$ cat config.mk
export PLATFORM = sky130hd
export DESIGN_NAME = fetch_frontend
export DESIGN_NICKNAME = d
export VERILOG_FILES = /design/src/logic/fetch_cfg_pkg.sv /design/src/logic/rv_instr_pkg.sv /design/src/logic/pc_gen.sv /design/src/logic/fetch_resp.sv /design/src/logic/branch_scan.sv /design/src/logic/instr_queue.sv /design/src/logic/fetch_frontend.sv
export SDC_FILE = /design/constraint.sdc
export NUM_CORES = 1
export LEC_CHECK = 0
export ABC_AREA = 1
export BUFFER_PORTS_ARGS = -buffer_cell sky130_fd_sc_hd__buf_2
export CORE_MARGIN = 2
export CORE_UTILIZATION = 25
export CTS_BUF_LIST = sky130_fd_sc_hd__clkbuf_8 sky130_fd_sc_hd__clkbuf_16
export CTS_CLUSTER_SIZE = 16
export DETAILED_ROUTE_END_ITERATION = 8
export GPL_TIMING_DRIVEN = 1
export MAX_ROUTING_LAYER = met4
export PLACE_DENSITY = 0.44
export SLEW_MARGIN = 5
export SYNTH_ARGS = -nofsm -noshare
export SYNTH_HDL_FRONTEND = slang
export SYNTH_SLANG_ARGS = --single-unit
$ cat constraint.sdc
create_clock -name clk_i -period 8.78 [get_ports clk_i]
set_input_delay 1.756 -clock clk_i [delete_from_list [all_inputs] [get_ports clk_i]]
set_output_delay 1.756 -clock clk_i [all_outputs]
set_load 0.02 [all_outputs]
$ cat src/logic/fetch_cfg_pkg.sv
// frontend configuration constants: widths, queue depth, credit sizing, boot address, fetch step
`default_nettype none

package fetch_cfg_pkg;

    // --------------------------------------------------------------------------
    // datapath widths
    // --------------------------------------------------------------------------
    // byte address of a fetch
    localparam int unsigned ADDR_W = 32;
    // one RV32 instruction word
    localparam int unsigned INSTR_W = 32;

    // --------------------------------------------------------------------------
    // credit loop sizing
    // --------------------------------------------------------------------------
    // queue entries toward the back-end, also the credits pc_gen starts with
    localparam int unsigned QUEUE_DEPTH = 4;
    // has to hold 0 up to QUEUE_DEPTH inclusive
    localparam int unsigned CREDIT_W = $clog2(QUEUE_DEPTH + 1);
    // ring index, depth is a power of two so pointers wrap on their own
    localparam int unsigned QPTR_W = $clog2(QUEUE_DEPTH);

    // --------------------------------------------------------------------------
    // program counter
    // --------------------------------------------------------------------------
    // first fetch address out of reset
    localparam logic [ADDR_W-1:0] BOOT_ADDR = ADDR_W'(32'h0000_1000);
    // no compressed instructions, every step is a full word
    localparam logic [ADDR_W-1:0] INSTR_BYTES = ADDR_W'(4);

endpackage

`default_nettype wire

$ cat src/logic/rv_instr_pkg.sv
// RISC-V major opcode enum, control-flow class enum and predecode field positions
`default_nettype none

package rv_instr_pkg;

    // opcode field sits in the low seven bits
    localparam int unsigned OPCODE_LSB = 0;
    localparam int unsigned OPCODE_MSB = 6;
    // sign of every immediate, so also the static prediction bit
    localparam int unsigned SIGN_BIT = 31;

    // major opcodes that predecode tells apart, ISA encodings
    typedef enum logic [6:0] {
        BRANCH = 7'b1100011,
        JAL    = 7'b1101111,
        JALR   = 7'b1100111,
        // loads, stores, alu, system: all the same to the frontend
        OTHER  = 7'b0000000
    } opcode_e;

    // control-flow class carried with each entry
    typedef enum logic [2:0] {
        NO_CF,
        BRANCH_TAKEN,
        BRANCH_NOT_TAKEN,
        JUMP,
        // target lives in a register, left to the back-end
        JUMP_REG
    } cf_e;

endpackage

`default_nettype wire

$ cat src/logic/pc_gen.sv
// program counter register, next-PC selection, credit counter and fetch request issue
`timescale 1ns/1ps
`default_nettype none

module pc_gen (
    input  logic                               clk_i,
    input  logic                               rst_ni,
    // back-end control change, one cycle pulse
    input  logic                               redirect_i,
    input  logic [fetch_cfg_pkg::ADDR_W-1:0]   redirect_pc_i,
    // static prediction from branch_scan
    input  logic                               bp_redirect_i,
    input  logic [fetch_cfg_pkg::ADDR_W-1:0]   bp_target_i,
    // credit returns from the later stages
    input  logic                               resp_credit_i,
    input  logic                               scan_credit_i,
    input  logic [fetch_cfg_pkg::CREDIT_W-1:0] queue_credit_cnt_i,
    // instruction memory request, always accepted
    output logic                               imem_req_o,
    output logic [fetch_cfg_pkg::ADDR_W-1:0]   imem_addr_o
);
    import fetch_cfg_pkg::*;

    logic [ADDR_W-1:0]   pc_q;
    logic [ADDR_W-1:0]   pc_d;
    logic [CREDIT_W-1:0] credit_q;
    logic [CREDIT_W-1:0] credit_d;
    // low during reset, first request goes out right after
    logic                active_q;

    // --------------------------------------------------------------------------
    // request issue
    // --------------------------------------------------------------------------
    // a redirect cycle issues nothing, the new target goes out next cycle
    assign imem_req_o  = active_q && (credit_q != '0) && !redirect_i && !bp_redirect_i;
    assign imem_addr_o = pc_q;

    // --------------------------------------------------------------------------
    // next PC
    // --------------------------------------------------------------------------
    always_comb begin : next_pc
        pc_d = pc_q;
        // back-end beats the static prediction
        if (redirect_i) begin
            pc_d = redirect_pc_i;
        end else if (bp_redirect_i) begin
            pc_d = bp_target_i;
        end else if (imem_req_o) begin
            pc_d = pc_q + INSTR_BYTES;
        end
    end

    // one credit out per request, returns from three places
    assign credit_d = credit_q
                    - CREDIT_W'(imem_req_o)
                    + CREDIT_W'(resp_credit_i)
                    + CREDIT_W'(scan_credit_i)
                    + queue_credit_cnt_i;

    always_ff @(posedge clk_i or negedge rst_ni) begin
        if (!rst_ni) begin
            active_q <= 1'b0;
            pc_q     <= BOOT_ADDR;
            credit_q <= CREDIT_W'(QUEUE_DEPTH);
        end else begin
            active_q <= 1'b1;
            pc_q     <= pc_d;
            credit_q <= credit_d;
        end
    end

    // every stage returns each credit exactly once, so the pool stays bounded
    a_credit_bound : assert property (
        @(posedge clk_i) disable iff (!rst_ni)
        credit_q <= CREDIT_W'(QUEUE_DEPTH)
    ) else $error("pc_gen: credit count %0d above queue depth", credit_q);

endmodule

`default_nettype wire

$ cat src/logic/fetch_resp.sv
// in-flight address FIFO, response discard after redirects and the response register
`timescale 1ns/1ps
`default_nettype none

module fetch_resp (
    input  logic                              clk_i,
    input  logic                              rst_ni,
    // request as issued by pc_gen
    input  logic                              imem_req_i,
    input  logic [fetch_cfg_pkg::ADDR_W-1:0]  imem_addr_i,
    // in-order memory responses
    input  logic                              imem_rsp_valid_i,
    input  logic [fetch_cfg_pkg::INSTR_W-1:0] imem_rsp_data_i,
    input  logic                              redirect_i,
    input  logic                              bp_redirect_i,
    output logic                              rsp_valid_o,
    output logic [fetch_cfg_pkg::ADDR_W-1:0]  rsp_pc_o,
    output logic [fetch_cfg_pkg::INSTR_W-1:0] rsp_instr_o,
    output logic                              resp_credit_o
);
    import fetch_cfg_pkg::*;

    // PCs of outstanding requests, credits keep this from overflowing
    logic [ADDR_W-1:0]   addr_mem [QUEUE_DEPTH];
    logic [QPTR_W-1:0]   wr_ptr_q;
    logic [QPTR_W-1:0]   rd_ptr_q;
    logic [CREDIT_W-1:0] inflight_q;
    // responses still owed to the old path
    logic [CREDIT_W-1:0] discard_q;
    logic                kill;
    logic                drop;

    assign kill = redirect_i || bp_redirect_i;
    // the response arriving in the redirect cycle is old as well
    assign drop = imem_rsp_valid_i && (kill || (discard_q != '0));
    // dropped word hands its credit straight back
    assign resp_credit_o = drop;

    always_ff @(posedge clk_i or negedge rst_ni) begin
        if (!rst_ni) begin
            wr_ptr_q    <= '0;
            rd_ptr_q    <= '0;
            inflight_q  <= '0;
            discard_q   <= '0;
            rsp_valid_o <= 1'b0;
        end else begin
            wr_ptr_q   <= wr_ptr_q + QPTR_W'(imem_req_i);
            rd_ptr_q   <= rd_ptr_q + QPTR_W'(imem_rsp_valid_i);
            inflight_q <= inflight_q + CREDIT_W'(imem_req_i) - CREDIT_W'(imem_rsp_valid_i);
            if (kill) begin
                // everything outstanding predates the redirect
                discard_q <= inflight_q - CREDIT_W'(imem_rsp_valid_i);
            end else if (drop) begin
                discard_q <= discard_q - CREDIT_W'(1);
            end
            // also clears a held response on redirect
            rsp_valid_o <= imem_rsp_valid_i && !drop;
        end
    end

    // address ring and response payload
    always_ff @(posedge clk_i) begin
        if (imem_req_i) begin
            addr_mem[wr_ptr_q] <= imem_addr_i;
        end
        if (imem_rsp_valid_i) begin
            rsp_pc_o    <= addr_mem[rd_ptr_q];
            rsp_instr_o <= imem_rsp_data_i;
        end
    end

    a_rsp_outstanding : assert property (
        @(posedge clk_i) disable iff (!rst_ni)
        imem_rsp_valid_i |-> (inflight_q != '0)
    ) else $error("fetch_resp: response with no request outstanding");

endmodule

`default_nettype wire

$ cat src/logic/branch_scan.sv
// predecode, static branch prediction, target calculation and the internal redirect
`timescale 1ns/1ps
`default_nettype none

module branch_scan (
    input  logic                              clk_i,
    input  logic                              rst_ni,
    input  logic                              rsp_valid_i,
    input  logic [fetch_cfg_pkg::ADDR_W-1:0]  rsp_pc_i,
    input  logic [fetch_cfg_pkg::INSTR_W-1:0] rsp_instr_i,
    input  logic                              redirect_i,
    input  logic                              queue_ready_i,
    output logic                              scan_valid_o,
    output logic [fetch_cfg_pkg::ADDR_W-1:0]  scan_pc_o,
    output logic [fetch_cfg_pkg::INSTR_W-1:0] scan_instr_o,
    output rv_instr_pkg::cf_e                 scan_cf_o,
    // predicted next PC of the entry
    output logic [fetch_cfg_pkg::ADDR_W-1:0]  scan_target_o,
    output logic                              bp_redirect_o,
    output logic [fetch_cfg_pkg::ADDR_W-1:0]  bp_target_o,
    output logic                              scan_credit_o
);
    import fetch_cfg_pkg::*;
    import rv_instr_pkg::*;

    opcode_e           opcode;
    cf_e               cf;
    logic [ADDR_W-1:0] b_imm;
    logic [ADDR_W-1:0] j_imm;
    logic [ADDR_W-1:0] target;
    logic              taken;
    logic              live;
    logic              advance;

    // --------------------------------------------------------------------------
    // predecode
    // --------------------------------------------------------------------------
    always_comb begin : decode
        case (rsp_instr_i[OPCODE_MSB:OPCODE_LSB])
            BRANCH:  opcode = BRANCH;
            JAL:     opcode = JAL;
            JALR:    opcode = JALR;
            default: opcode = OTHER;
        endcase
    end

    // B and J immediates, bit 0 is always zero
    assign b_imm = {{(ADDR_W - 12){rsp_instr_i[SIGN_BIT]}}, rsp_instr_i[7],
                    rsp_instr_i[30:25], rsp_instr_i[11:8], 1'b0};
    assign j_imm = {{(ADDR_W - 20){rsp_instr_i[SIGN_BIT]}}, rsp_instr_i[19:12],
                    rsp_instr_i[20], rsp_instr_i[30:21], 1'b0};

    // static rule: backward branch taken, JAL taken, all else falls through
    always_comb begin : classify
        cf     = NO_CF;
        target = rsp_pc_i + INSTR_BYTES;
        case (opcode)
            BRANCH: begin
                cf = BRANCH_NOT_TAKEN;
                if (rsp_instr_i[SIGN_BIT]) begin
                    cf     = BRANCH_TAKEN;
                    target = rsp_pc_i + b_imm;
                end
            end
            JAL: begin
                cf     = JUMP;
                target = rsp_pc_i + j_imm;
            end
            // register target unknown here, keep going sequentially
            JALR:    cf = JUMP_REG;
            default: cf = NO_CF;
        endcase
    end

    assign taken = (cf == BRANCH_TAKEN) || (cf == JUMP);

    // --------------------------------------------------------------------------
    // stage register and kill
    // --------------------------------------------------------------------------
    // input is younger than either redirect, so it dies with it
    assign live          = rsp_valid_i && !redirect_i && !bp_redirect_o;
    assign scan_credit_o = rsp_valid_i && !live;
    // queue holds only what credits allow, so this stays high in practice
    assign advance       = !scan_valid_o || queue_ready_i;
    assign bp_target_o   = scan_target_o;

    always_ff @(posedge clk_i or negedge rst_ni) begin
        if (!rst_ni) begin
            scan_valid_o  <= 1'b0;
            bp_redirect_o <= 1'b0;
        end else if (redirect_i) begin
            // the queue returns the credit of the entry sitting here
            scan_valid_o  <= 1'b0;
            bp_redirect_o <= 1'b0;
        end else if (advance) begin
            scan_valid_o  <= live;
            bp_redirect_o <= live && taken;
        end else begin
            bp_redirect_o <= 1'b0;
        end
    end

    always_ff @(posedge clk_i) begin
        if (advance && live) begin
            scan_pc_o     <= rsp_pc_i;
            scan_instr_o  <= rsp_instr_i;
            scan_cf_o     <= cf;
            scan_target_o <= target;
        end
    end

endmodule

`default_nettype wire

$ cat src/logic/instr_queue.sv
// fetch entry FIFO toward the back-end with valid/ready output and credit return
`timescale 1ns/1ps
`default_nettype none

module instr_queue (
    input  logic                               clk_i,
    input  logic                               rst_ni,
    input  logic                               scan_valid_i,
    input  logic [fetch_cfg_pkg::ADDR_W-1:0]   scan_pc_i,
    input  logic [fetch_cfg_pkg::INSTR_W-1:0]  scan_instr_i,
    input  rv_instr_pkg::cf_e                  scan_cf_i,
    input  logic [fetch_cfg_pkg::ADDR_W-1:0]   scan_target_i,
    input  logic                               redirect_i,
    input  logic                               entry_ready_i,
    output logic                               queue_ready_o,
    // back-end side
    output logic                               entry_valid_o,
    output logic [fetch_cfg_pkg::ADDR_W-1:0]   entry_pc_o,
    output logic [fetch_cfg_pkg::INSTR_W-1:0]  entry_instr_o,
    output rv_instr_pkg::cf_e                  entry_cf_o,
    output logic [fetch_cfg_pkg::ADDR_W-1:0]   entry_target_o,
    output logic [fetch_cfg_pkg::CREDIT_W-1:0] queue_credit_cnt_o
);
    import fetch_cfg_pkg::*;
    import rv_instr_pkg::*;

    // entry storage
    logic [ADDR_W-1:0]   pc_mem     [QUEUE_DEPTH];
    logic [INSTR_W-1:0]  instr_mem  [QUEUE_DEPTH];
    cf_e                 cf_mem     [QUEUE_DEPTH];
    logic [ADDR_W-1:0]   target_mem [QUEUE_DEPTH];
    logic [QPTR_W-1:0]   wr_ptr_q;
    logic [QPTR_W-1:0]   rd_ptr_q;
    logic [CREDIT_W-1:0] count_q;
    logic                full;
    logic                push;
    logic                pop;

    assign full          = (count_q == CREDIT_W'(QUEUE_DEPTH));
    assign queue_ready_o = !full;
    // entries arriving with a redirect are old path
    assign push          = scan_valid_i && !full && !redirect_i;
    assign entry_valid_o = (count_q != '0);
    assign pop           = entry_valid_o && entry_ready_i;

    // head is read straight from storage, visible the cycle after the write
    assign entry_pc_o     = pc_mem[rd_ptr_q];
    assign entry_instr_o  = instr_mem[rd_ptr_q];
    assign entry_cf_o     = cf_mem[rd_ptr_q];
    assign entry_target_o = target_mem[rd_ptr_q];

    // flush hands back the occupancy plus the refused incoming entry
    assign queue_credit_cnt_o = redirect_i ? count_q + CREDIT_W'(scan_valid_i)
                                           : CREDIT_W'(pop);

    always_ff @(posedge clk_i or negedge rst_ni) begin
        if (!rst_ni) begin
            wr_ptr_q <= '0;
            rd_ptr_q <= '0;
            count_q  <= '0;
        end else if (redirect_i) begin
            wr_ptr_q <= '0;
            rd_ptr_q <= '0;
            count_q  <= '0;
        end else begin
            wr_ptr_q <= wr_ptr_q + QPTR_W'(push);
            rd_ptr_q <= rd_ptr_q + QPTR_W'(pop);
            count_q  <= count_q + CREDIT_W'(push) - CREDIT_W'(pop);
        end
    end

    always_ff @(posedge clk_i) begin
        if (push) begin
            pc_mem[wr_ptr_q]     <= scan_pc_i;
            instr_mem[wr_ptr_q]  <= scan_instr_i;
            cf_mem[wr_ptr_q]     <= scan_cf_i;
            target_mem[wr_ptr_q] <= scan_target_i;
        end
    end

    // credits in pc_gen must keep the upstream from ever meeting a full queue
    a_no_write_full : assert property (
        @(posedge clk_i) disable iff (!rst_ni)
        scan_valid_i |-> !full
    ) else $error("instr_queue: write while full");

endmodule

`default_nettype wire

$ cat src/logic/fetch_frontend.sv
// frontend top level: pc_gen, fetch_resp, branch_scan and instr_queue in a chain
`timescale 1ns/1ps
`default_nettype none

module fetch_frontend (
    input  logic                              clk_i,
    input  logic                              rst_ni,
    // instruction memory
    output logic                              imem_req_o,
    output logic [fetch_cfg_pkg::ADDR_W-1:0]  imem_addr_o,
    input  logic                              imem_rsp_valid_i,
    input  logic [fetch_cfg_pkg::INSTR_W-1:0] imem_rsp_data_i,
    // back-end control change
    input  logic                              redirect_i,
    input  logic [fetch_cfg_pkg::ADDR_W-1:0]  redirect_pc_i,
    // fetch entries to the back-end
    output logic                              entry_valid_o,
    output logic [fetch_cfg_pkg::ADDR_W-1:0]  entry_pc_o,
    output logic [fetch_cfg_pkg::INSTR_W-1:0] entry_instr_o,
    output rv_instr_pkg::cf_e                 entry_cf_o,
    output logic [fetch_cfg_pkg::ADDR_W-1:0]  entry_target_o,
    input  logic                              entry_ready_i
);
    import fetch_cfg_pkg::*;
    import rv_instr_pkg::*;

    // internal redirect and credit loop
    logic                bp_redirect;
    logic [ADDR_W-1:0]   bp_target;
    logic                resp_credit;
    logic                scan_credit;
    logic [CREDIT_W-1:0] queue_credit_cnt;
    // stage 2 to 3
    logic                rsp_valid;
    logic [ADDR_W-1:0]   rsp_pc;
    logic [INSTR_W-1:0]  rsp_instr;
    // stage 3 to 4
    logic                scan_valid;
    logic [ADDR_W-1:0]   scan_pc;
    logic [INSTR_W-1:0]  scan_instr;
    cf_e                 scan_cf;
    logic [ADDR_W-1:0]   scan_target;
    logic                queue_ready;

    pc_gen pc_gen_inst (
        .clk_i              (clk_i),
        .rst_ni             (rst_ni),
        .redirect_i         (redirect_i),
        .redirect_pc_i      (redirect_pc_i),
        .bp_redirect_i      (bp_redirect),
        .bp_target_i        (bp_target),
        .resp_credit_i      (resp_credit),
        .scan_credit_i      (scan_credit),
        .queue_credit_cnt_i (queue_credit_cnt),
        .imem_req_o         (imem_req_o),
        .imem_addr_o        (imem_addr_o)
    );

    fetch_resp fetch_resp_inst (
        .clk_i            (clk_i),
        .rst_ni           (rst_ni),
        .imem_req_i       (imem_req_o),
        .imem_addr_i      (imem_addr_o),
        .imem_rsp_valid_i (imem_rsp_valid_i),
        .imem_rsp_data_i  (imem_rsp_data_i),
        .redirect_i       (redirect_i),
        .bp_redirect_i    (bp_redirect),
        .rsp_valid_o      (rsp_valid),
        .rsp_pc_o         (rsp_pc),
        .rsp_instr_o      (rsp_instr),
        .resp_credit_o    (resp_credit)
    );

    branch_scan branch_scan_inst (
        .clk_i         (clk_i),
        .rst_ni        (rst_ni),
        .rsp_valid_i   (rsp_valid),
        .rsp_pc_i      (rsp_pc),
        .rsp_instr_i   (rsp_instr),
        .redirect_i    (redirect_i),
        .queue_ready_i (queue_ready),
        .scan_valid_o  (scan_valid),
        .scan_pc_o     (scan_pc),
        .scan_instr_o  (scan_instr),
        .scan_cf_o     (scan_cf),
        .scan_target_o (scan_target),
        .bp_redirect_o (bp_redirect),
        .bp_target_o   (bp_target),
        .scan_credit_o (scan_credit)
    );

    instr_queue instr_queue_inst (
        .clk_i              (clk_i),
        .rst_ni             (rst_ni),
        .scan_valid_i       (scan_valid),
        .scan_pc_i          (scan_pc),
        .scan_instr_i       (scan_instr),
        .scan_cf_i          (scan_cf),
        .scan_target_i      (scan_target),
        .redirect_i         (redirect_i),
        .entry_ready_i      (entry_ready_i),
        .queue_ready_o      (queue_ready),
        .entry_valid_o      (entry_valid_o),
        .entry_pc_o         (entry_pc_o),
        .entry_instr_o      (entry_instr_o),
        .entry_cf_o         (entry_cf_o),
        .entry_target_o     (entry_target_o),
        .queue_credit_cnt_o (queue_credit_cnt)
    );

endmodule

`default_nettype wire

* Word-level counts from Yosys, hierarchy flattened
Memory sizes are Yosys's and may differ from the RTL's. A register that Yosys moved wholly into a read port is not among the register bits.
Cells that the tools add are included.
** Operators by class
- Mux-type cells :: 22
- Add/subtract/negate cells :: 19
- Reductions and logical operators :: 29
- Equal/unequal tests :: 9
** Operators with widths (number)
- two-way mux 32 bit :: 4
- adder 32 x 3 -> 32 bit (second input constant) :: 2
- adder 32 bit :: 2
- one-hot mux 32 bit (2 select lines) :: 1
- == test 7 bit (second input constant) :: 6
- one-hot mux 7 bit (3 select lines) :: 1
- adder 3 x 1 -> 3 bit :: 5
- logical AND 1 bit :: 13
- two-way mux 3 bit :: 4
- nonzero test 3 bit :: 4
- subtractor 3 x 1 -> 3 bit :: 4
- one-hot mux 3 bit (3 select lines) :: 1
- adder 2 x 1 -> 2 bit :: 4
- two-way mux 1 bit :: 8
- zero test 1 bit :: 6
- two-way mux 2 bit :: 3
- logical OR 1 bit :: 4
- nonzero test 2 bit :: 2
- adder 3 bit :: 1
- == test 3 x 1 -> 1 bit (second input constant) :: 1
- == test 3 x 2 -> 1 bit (second input constant) :: 1
- == test 3 bit (second input constant) :: 1
- subtractor 3 x 1 -> 3 bit (second input constant) :: 1
** Word-level totals
- Input bits :: 69
- Memories :: 5
- RAM bits :: 524
- Bits in registers :: 187
- Word-level logic and storage cells :: 102
- Output and inout port bits :: 133
** Memory list
- fetch_resp_inst.addr_mem :: depth 4, width 32, rd ports 1, clocked after Yosys merged registers in 1, wr ports 1, RTL line fetch_resp.sv:24 : logic [ADDR_W-1:0] addr_mem [QUEUE_DEPTH];
- instr_queue_inst.instr_mem :: depth 4, width 32, rd ports 1, clocked after Yosys merged registers in 0, wr ports 1, RTL line instr_queue.sv:29 : logic [INSTR_W-1:0] instr_mem [QUEUE_DEPTH];
- instr_queue_inst.pc_mem :: depth 4, width 32, rd ports 1, clocked after Yosys merged registers in 0, wr ports 1, RTL line instr_queue.sv:28 : logic [ADDR_W-1:0] pc_mem [QUEUE_DEPTH];
- instr_queue_inst.target_mem :: depth 4, width 32, rd ports 1, clocked after Yosys merged registers in 0, wr ports 1, RTL line instr_queue.sv:31 : logic [ADDR_W-1:0] target_mem [QUEUE_DEPTH];
- instr_queue_inst.cf_mem :: depth 4, width 3, rd ports 1, clocked after Yosys merged registers in 0, wr ports 1, RTL line instr_queue.sv:30 : cf_e cf_mem [QUEUE_DEPTH];

* Depth between registers and ports, before layout
Gate-level depths: netlist of the first run.
- Depth after elaboration :: 9
- Mapped depth :: 16
- Gate-level depth less buffers :: 16

* Cells and area by module
From an unflattened synthesis of the first run, not the netlist that was laid out.
** Unflattened totals
- Cell total of the unflattened synthesis :: 3347
- Area, all modules :: 35258.8 um^2
** Modules (own cells, without submodules)
- instr_queue :: times used 1, area an instance 16366.9 um^2, cells an instance 1215
- branch_scan :: times used 1, area an instance 8529.4 um^2, cells an instance 1199
- fetch_resp :: times used 1, area an instance 7340.8 um^2, cells an instance 448
- pc_gen :: times used 1, area an instance 3021.6 um^2, cells an instance 485

* Least setup slack after synthesis of the first run
Ideal clock, no wire load.
- Path type :: input to register
- Start :: in redirect_i
- End :: mem instr_queue_inst.cf_mem[0][0] (netlist name) (enable)
- Data required time :: 8.105 ns
- Stages on the path :: 4
- Arrival :: 8.967 ns
- Path slack :: -0.862 ns
- Setup time :: 0.675 ns
- Cell sequence :: buf_2 -> nor3_1 -> inv_1 -> nor3_1
** Between the ends
- Word-level cells in the longest chain between the ends :: 4
** RTL lines
- start, declared :: RTL line fetch_frontend.sv:14 : input logic redirect_i,
- zero test 1 bit :: RTL line instr_queue.sv:42 : assign push = scan_valid_i && !full && !redirect_i;
- logical AND 1 bit :: RTL line instr_queue.sv:42
- two-way mux 1 bit :: RTL line instr_queue.sv:73 : if (push) begin
- two-way mux 1 bit (implied by the code) :: RTL line instr_queue.sv:76 : cf_mem[wr_ptr_q] <= scan_cf_i;
- end, declared :: RTL line instr_queue.sv:30
Every way passes these cells.

* Worst setup path after layout of the first run
- Start :: reg instr_queue_inst.rd_ptr_q[0]
- End :: out entry_pc_o[6] (netlist name)
** Between the ends
- Word-level cells in the longest chain between the ends :: 1
** RTL lines
- start, declared :: RTL line instr_queue.sv:33 : logic [QPTR_W-1:0] rd_ptr_q;
- start signal, assigned :: RTL line instr_queue.sv:67 : rd_ptr_q <= rd_ptr_q + QPTR_W'(pop);
- memory (4 x 32 bit)
- end, declared :: RTL line fetch_frontend.sv:18 : output logic [fetch_cfg_pkg::ADDR_W-1:0] entry_pc_o,
Every way passes these cells.

==> metrics.yaml, run 1 <==
clock.fmax_mhz: 185.8
holdWs_ps: 447.8
ys_types: 56
fin_area_um2: 38840
port_buffers: 201
ys_ff_latch: 738
slew_headroom_pct: 35.54
antenna_found_initial: 9
overflow: 0
p_sw_share_pct: 38.08
drv_cap: 0
tritoncts: "built"
area_growth_pct: 17.18
worst_pin_slew_ps: 963.3
yosys_most_used_dff: "edfxtp_1"
num_rows: 133
yosys.area_share.xor_xnor_pct: 1.030
async_flop_share_pct: 7.588
clock-sinks: 738
period_share_pct: 61.31
ir_drop_mv: 0.1623
postCtsSetupRepairBufs: 0
reg2reg_from: "fetch_resp_inst.rsp_instr_o[4]"
synth_compound_area_share_pct: 10.06
dieHeight_um: 368.1
clock_latency_ps: 680
synthDominantCellAreaShare_pct: 61.78
grt_max_degree: 172
path_class: "reg -> out"
hold_class: "reg -> reg"
viasPerCell: 4.617
setup.worst_path.start_class: "flop"
clk_path_buf_depth: 3
place_area_um2: 36150
place_ws_ps: 3888
start_util_pct: 25.21
wl_per_cell_um: 21.73
p_per_area_nw_per_um2: 303.1
post-route-util_pct: 29.54
drc: 0
fin_tns_setup_ps: 0
numCtsBuffers: 82
drt-initial-drc-count: 1872
avgSynthCellArea_um2: 10.95
p_switching_mw: 4.483
yosys_warnings: 0
core_um2: 131500
hold_violations: 0
grt_usage_pct: 16.40
p_int_mw: 7.289
rsz0062_at_grt: "no"
cts_hold_buf: 0
endpoint_kind: "primary output"
setup_violations: 0
grt_pass1_vias: 22464
cp-startpoint: "instr_queue_inst.rd_ptr_q[0]"
htree_levels: 3
synth-edff-count: 682
grt_pass1_wl_um: 157700
power_frac_seq_pct: 40.0
worst_ep_required_time_ps: 7020
synth_simple_gate_area_share_pct: 15.80
synth_nets: 3166
totalPowerFinal_mw: 11.77
dpl.cell_count: 4896
root_buffer: "clkbuf_16"
layout_commonest_cell: "edfxtp_1"
crit_path_max_fanout: 119
synth_top_cells_by_area: "edfxtp_1, nand2_1, nor2_1"
p_leak_nw: 14.32
yosysTopAreaCell: "edfxtp_1"
min_period_ps: 5383
synth_top_family_by_area: "simple AND/OR/NAND/NOR gates"
cp.arrival_ps: 3630
drive_gt1_share_pct: 13.20
mostFrequentLayoutCells: "edfxtp_1, nand2_1, nor2_1"
synth_area_um2: 33150
wl_um: 109700
die_x_um: 368.1
finalNonFillerCells: 5047
synthCells: 3028
place_congestion: 0.9537
ys_seq_area_share_pct: 66.02
layout_setup_ws_ps: 3397
dp.final_hpwl_um: 74820
p_comb_share_pct: 30.8
cts_resized: 0
p_clk_share_pct: 29.2
status: "finished, final reports clean"
dieArea_um2: 135500
clock_skew_ps: 23.96
vias: 23303
drtPass1Iterations: 8
synth_mux_area_share_pct: 0
fillerInstances: 13637
clkTransAtPathRegs_ps: 60
drv_slew: 0
fin_nets: 3363
ios: 202
synthAdderAreaFrac_pct: 2.740
ant_nets: 0
hp-start: "fetch_resp_inst.rsp_pc_o[0]"
[sequential cells by signal (all words and copies together), names as in the netlist, 3 cells and up]
register and cells:
branch_scan_inst.scan_instr_o 32, instr_queue_inst.pc_mem 124, fetch_resp_inst.discard_q 3, instr_queue_inst.cf_mem 12, fetch_resp_inst.rsp_pc_o 32, pc_gen_inst.credit_q 3
instr_queue_inst.target_mem 128, instr_queue_inst.count_q 3, fetch_resp_inst.inflight_q 3, fetch_resp_inst.rsp_instr_o 32, fetch_resp_inst.addr_mem 128, pc_gen_inst.imem_addr_o 32
branch_scan_inst.scan_pc_o 31, instr_queue_inst.instr_mem 128, branch_scan_inst.scan_cf_o 3, branch_scan_inst.bp_target_o 32
[cell usage after synthesis (all sizes together), types with 3 or more instances]
cell type  instances
o221ai             5
nand3b             7
nand4             25
o21bai             8
fa                 6
a31oi              3
o21ai            337
o22ai            141
and2               3
a21oi             79
o211ai            16
or2                9
edfxtp           682
buf               38
nor3              39
clkbuf            78
inv              243
nand2            528
dfrtp             54
nor4               3
ha                63
a21boi             3
nand3            142
nor2             458
xor2              19
xnor2             20
a21o               7
[cells by family (layout without fill, tap and decap cells)]
group                      Yosys count  in the layout
other                                1              4
adders and majority gates           69             69
DFF                                738            738
AOI/OAI and AO/OA                  604            604
xor gates and xnor gates            39             39
and+or+nand+nor                   1216           1216
buffers and inverters              361            622
[worst paths after layout]
check | end | cells after the start | slack [ps]
setup / recovery | entry_pc_o[6] | 5 | 3400
hold reg to reg | branch_scan_inst.bp_target_o[0] | 0 | 450
setup reg to reg | branch_scan_inst.bp_target_o[2] | 8 | 5220
min in group asynchronous | instr_queue_inst.rd_ptr_q[0] | 2 | 1270
max in group asynchronous | instr_queue_inst.rd_ptr_q[1] | 2 | 6880
hold / removal | branch_scan_inst.bp_target_o[0] | 0 | 450
[worst max-delay path, cell delays in order, from the launching register on]
cell     delay [ps]
dfrtp_4         620
inv_6           630
buf_4           790
o21ai_0         160
o22ai_1         330
buf_2           260
[routing by layer]
layer	routed length [µm]	vias to the layer above	global-route usage, %	part of all wire [%]
met2	51010	597	25.76	47
met5	0	-	-	0
met3	5538	159	2.493	5.1
li1	-	11057	-	-
met4	3094	0	5.510	2.8
met1	50020	11490	21.61	46
[power by group through the flow]
stage	registers, mW	logic, mW	clock network [mW]
after global placement	4.78	3.64	0
after floorplan	4.50	2.43	0
after global routing	4.74	4.02	3.66
after detailed placement	4.79	3.65	0
after CTS	4.72	3.66	3.54
final	4.71	3.63	3.43
[final cells by class]
class / instances / area, µm² / share of cell area, %
multi-input combinational: 1929 / 9871 / 25.41
sequential: 738 / 21890 / 56.36
clock inverter: 63 / 561.8 / 1.446
antenna: 3 / 7.507 / 0.01933
inverter: 245 / 928.4 / 2.390
clock buffer: 85 / 2116 / 5.447
timing repair buffer: 229 / 1269 / 3.267
tap: 1755 / 2196 / 5.654
(Power assumes the default switching activity.)
==> run 2: changes to the inputs <==
Clock period 8.78 ns to 4.4 ns, I/O delays scaled along.
==> run 2 against run 1 <==
Against the previous run:
- global-route usage grew 0.085 points
- sequential power rose by 99%
- first-iteration DRC count grew 13%
- largest power group unchanged
- power increased by 100%
- critical endpoint is now entry_pc_o[7]
- combinational power up 100%
- highest routed layer unchanged
- largest cell class unchanged
==> metrics.yaml, run 2 (synthesized netlist as in run 1, its figures left out) <==
status: "finished, final reports clean"
finalNonFillerCells: 5076  # +0.57%
area_growth_pct: 17.90
post-route-util_pct: 29.73  # +0.18 points
hold_violations: 0  # unchanged
tritoncts: "built"
grt_usage_pct: 16.48  # +0.085 points
numCtsBuffers: 83  # +1.2%
postCtsSetupRepairBufs: 0  # unchanged
rsz0062_at_grt: "no"
ios: 202  # unchanged
wl_um: 109900  # +0.21%
die_x_um: 368.1  # unchanged
dieHeight_um: 368.1  # unchanged
cts_resized: 0  # unchanged
grt_max_degree: 100  # -42%
root_buffer: "clkbuf_16"
clk_path_buf_depth: 3  # unchanged
grt_pass1_wl_um: 159500  # +1.2%
fin_nets: 3388  # +0.74%
period_share_pct: 86.22
slowest_stage: "buf_4"
core_um2: 131500  # unchanged
grt_pass1_vias: 22506  # +0.19%
wl_per_cell_um: 21.65  # -0.36%
path_class: "reg -> out"
htree_levels: 3  # unchanged
drtPass1Iterations: 6  # -2
dp.final_hpwl_um: 76650  # +2.4%
mostFrequentLayoutCells: "edfxtp_1, nand2_1, nor2_1"
layout_setup_ws_ps: 606.4  # -2791 ps
ant_nets: 0  # unchanged
port_buffers: 201  # unchanged
drv_cap: 0  # unchanged
place_ws_ps: 774.7  # -3114 ps
drt-initial-drc-count: 2120  # +13%
setup_violations: 0  # unchanged
cp.arrival_ps: 2910  # -720 ps
layout_commonest_cell: "edfxtp_1"
worstPathBufferInverterCount: 2  # -1
dieArea_um2: 135500  # unchanged
clock.fmax_mhz: 263.6
gr-usage-met3_pct: 2.292  # -0.20 points
antenna_found_initial: 7  # -2
ir_drop_mv: 0.2646  # +63%
reg_top3: "fetch_resp_inst.addr_mem (128), instr_queue_inst.instr_mem (128), instr_queue_inst.target_mem (128)"
worst_ep_required_time_ps: 3520  # -3500 ps
setup.worst_path.start_class: "flop"
viasPerCell: 4.621  # about the same
drv_slew: 0  # unchanged
min_period_ps: 3794
drive_gt1_share_pct: 13.89  # +0.69 points
p_leak_nw: 14.47  # +1.1%
place_congestion: 0.9307  # -2.4%
p_per_area_nw_per_um2: 601.7  # +99%
totalPowerFinal_mw: 23.52  # +100%
overflow: 0  # unchanged
slowest_delay_ps: 700  # -90 ps
cts_hold_buf: 0  # unchanged
use_met2_pct: 25.70  # -0.061 points
clock-sinks: 738  # unchanged
slew_headroom_pct: 37.90  # +2.4 points
clkTransAtPathRegs_ps: 70  # about the same
dpl.cell_count: 4920  # +0.49%
top_usage_layer: "met2"
num_rows: 133  # unchanged
worst_pin_slew_ps: 930.5  # -32.78 ps
drc: 0  # unchanged
holdWs_ps: 232.8  # -215.0 ps
crit_family: "buffers and inverters"
path_cells: "buf_4 -> o21ai_0 -> o22ai_1 -> buf_2"
vias: 23456  # +0.66%
crit_path_max_fanout: 78  # -34%
start_util_pct: 25.21  # unchanged
met1_usage_pct: 22.43  # +0.82 points
clock_latency_ps: 700  # +20 ps
hold_class: "in -> async"
clock_skew_ps: 28.28  # +4.322 ps
endpoint_kind: "primary output"
[run 2: changes by cell type in the layout (fill, tap and decap cells not counted), moves of 2 or more]
cell | previous run | this run
diode_2 | 3 | 1
nor3_4 | 1 | 9
buf_12 | 4 | 10
buf_4 | 25 | 43
bufinv_16 | 9 | 6
clkinvlp_4 | 1 | 4
clkinv_4 | 3 | 0
inv_6 | 2 | 6
nor3_2 | 12 | 4
inv_1 | 249 | 253
clkinv_2 | 12 | 15
[run 2: worst register-to-register path, delay by kind of cell, from the launching register on]
kind / cells / cell delay (ps)
simple gates: 6 / 710
buf+inv: 2 / 190
fa+ha+maj: 2 / 750
flops: 1 / 650
compound gates: 3 / 440
[run 2: path summary, 6_finish.rpt]
| kind | start | endpoint | slack, ps | cells past startpoint |
|---|---|---|---|---|
| min in group clk_i | imem_rsp_data_i[19] | fetch_resp_inst.rsp_instr_o[19] | 380 | 1 |
| worst min-delay path | rst_ni | pc_gen_inst.imem_addr_o[23] | 230 | 1 |
| worst max-delay path | instr_queue_inst.rd_ptr_q[0] | entry_pc_o[7] | 610 | 4 |
| max in group asynchronous | rst_ni | fetch_resp_inst.rd_ptr_q[1] | 3200 | 2 |
| worst max register to register | fetch_resp_inst.rsp_pc_o[1] | branch_scan_inst.bp_target_o[15] | 1350 | 13 |
| worst min register to register | fetch_resp_inst.rsp_pc_o[0] | branch_scan_inst.bp_target_o[0] | 420 | 0 |
[run 2: metal layers]
layer  up-vias  wire length, µm
li1      11107                -
met1     11616            50940
met2       608            51100
met3       125             5376
met4         0             2468
met5         -                0
[run 2: stage by stage]
step	cell area (µm²)	TNS, ps
after global routing	39080	0
after floorplan	33190	-549960
after global placement	36460	0
after detailed placement	36460	0
final	39080	0
after CTS	39080	0
[run 2: cell type report]
cell class | instances | area [µm²]
multi-input combinational | 1929 | 9916
fill | 13599 | 92380
tap | 1755 | 2196
clock buffer | 85 | 2116
sequential | 738 | 21890
inverter | 245 | 928.4
timing repair buffer | 253 | 1524
clock inverter | 70 | 506.7
antenna | 1 | 2.502
[run 2: report_power, final]
group	switching, mW	leakage (nW)	internal, mW	total, mW
clock network	2.90	1.36	3.85	6.75
registers	0.975	6.88	8.40	9.37
logic	5.21	6.23	2.18	7.39
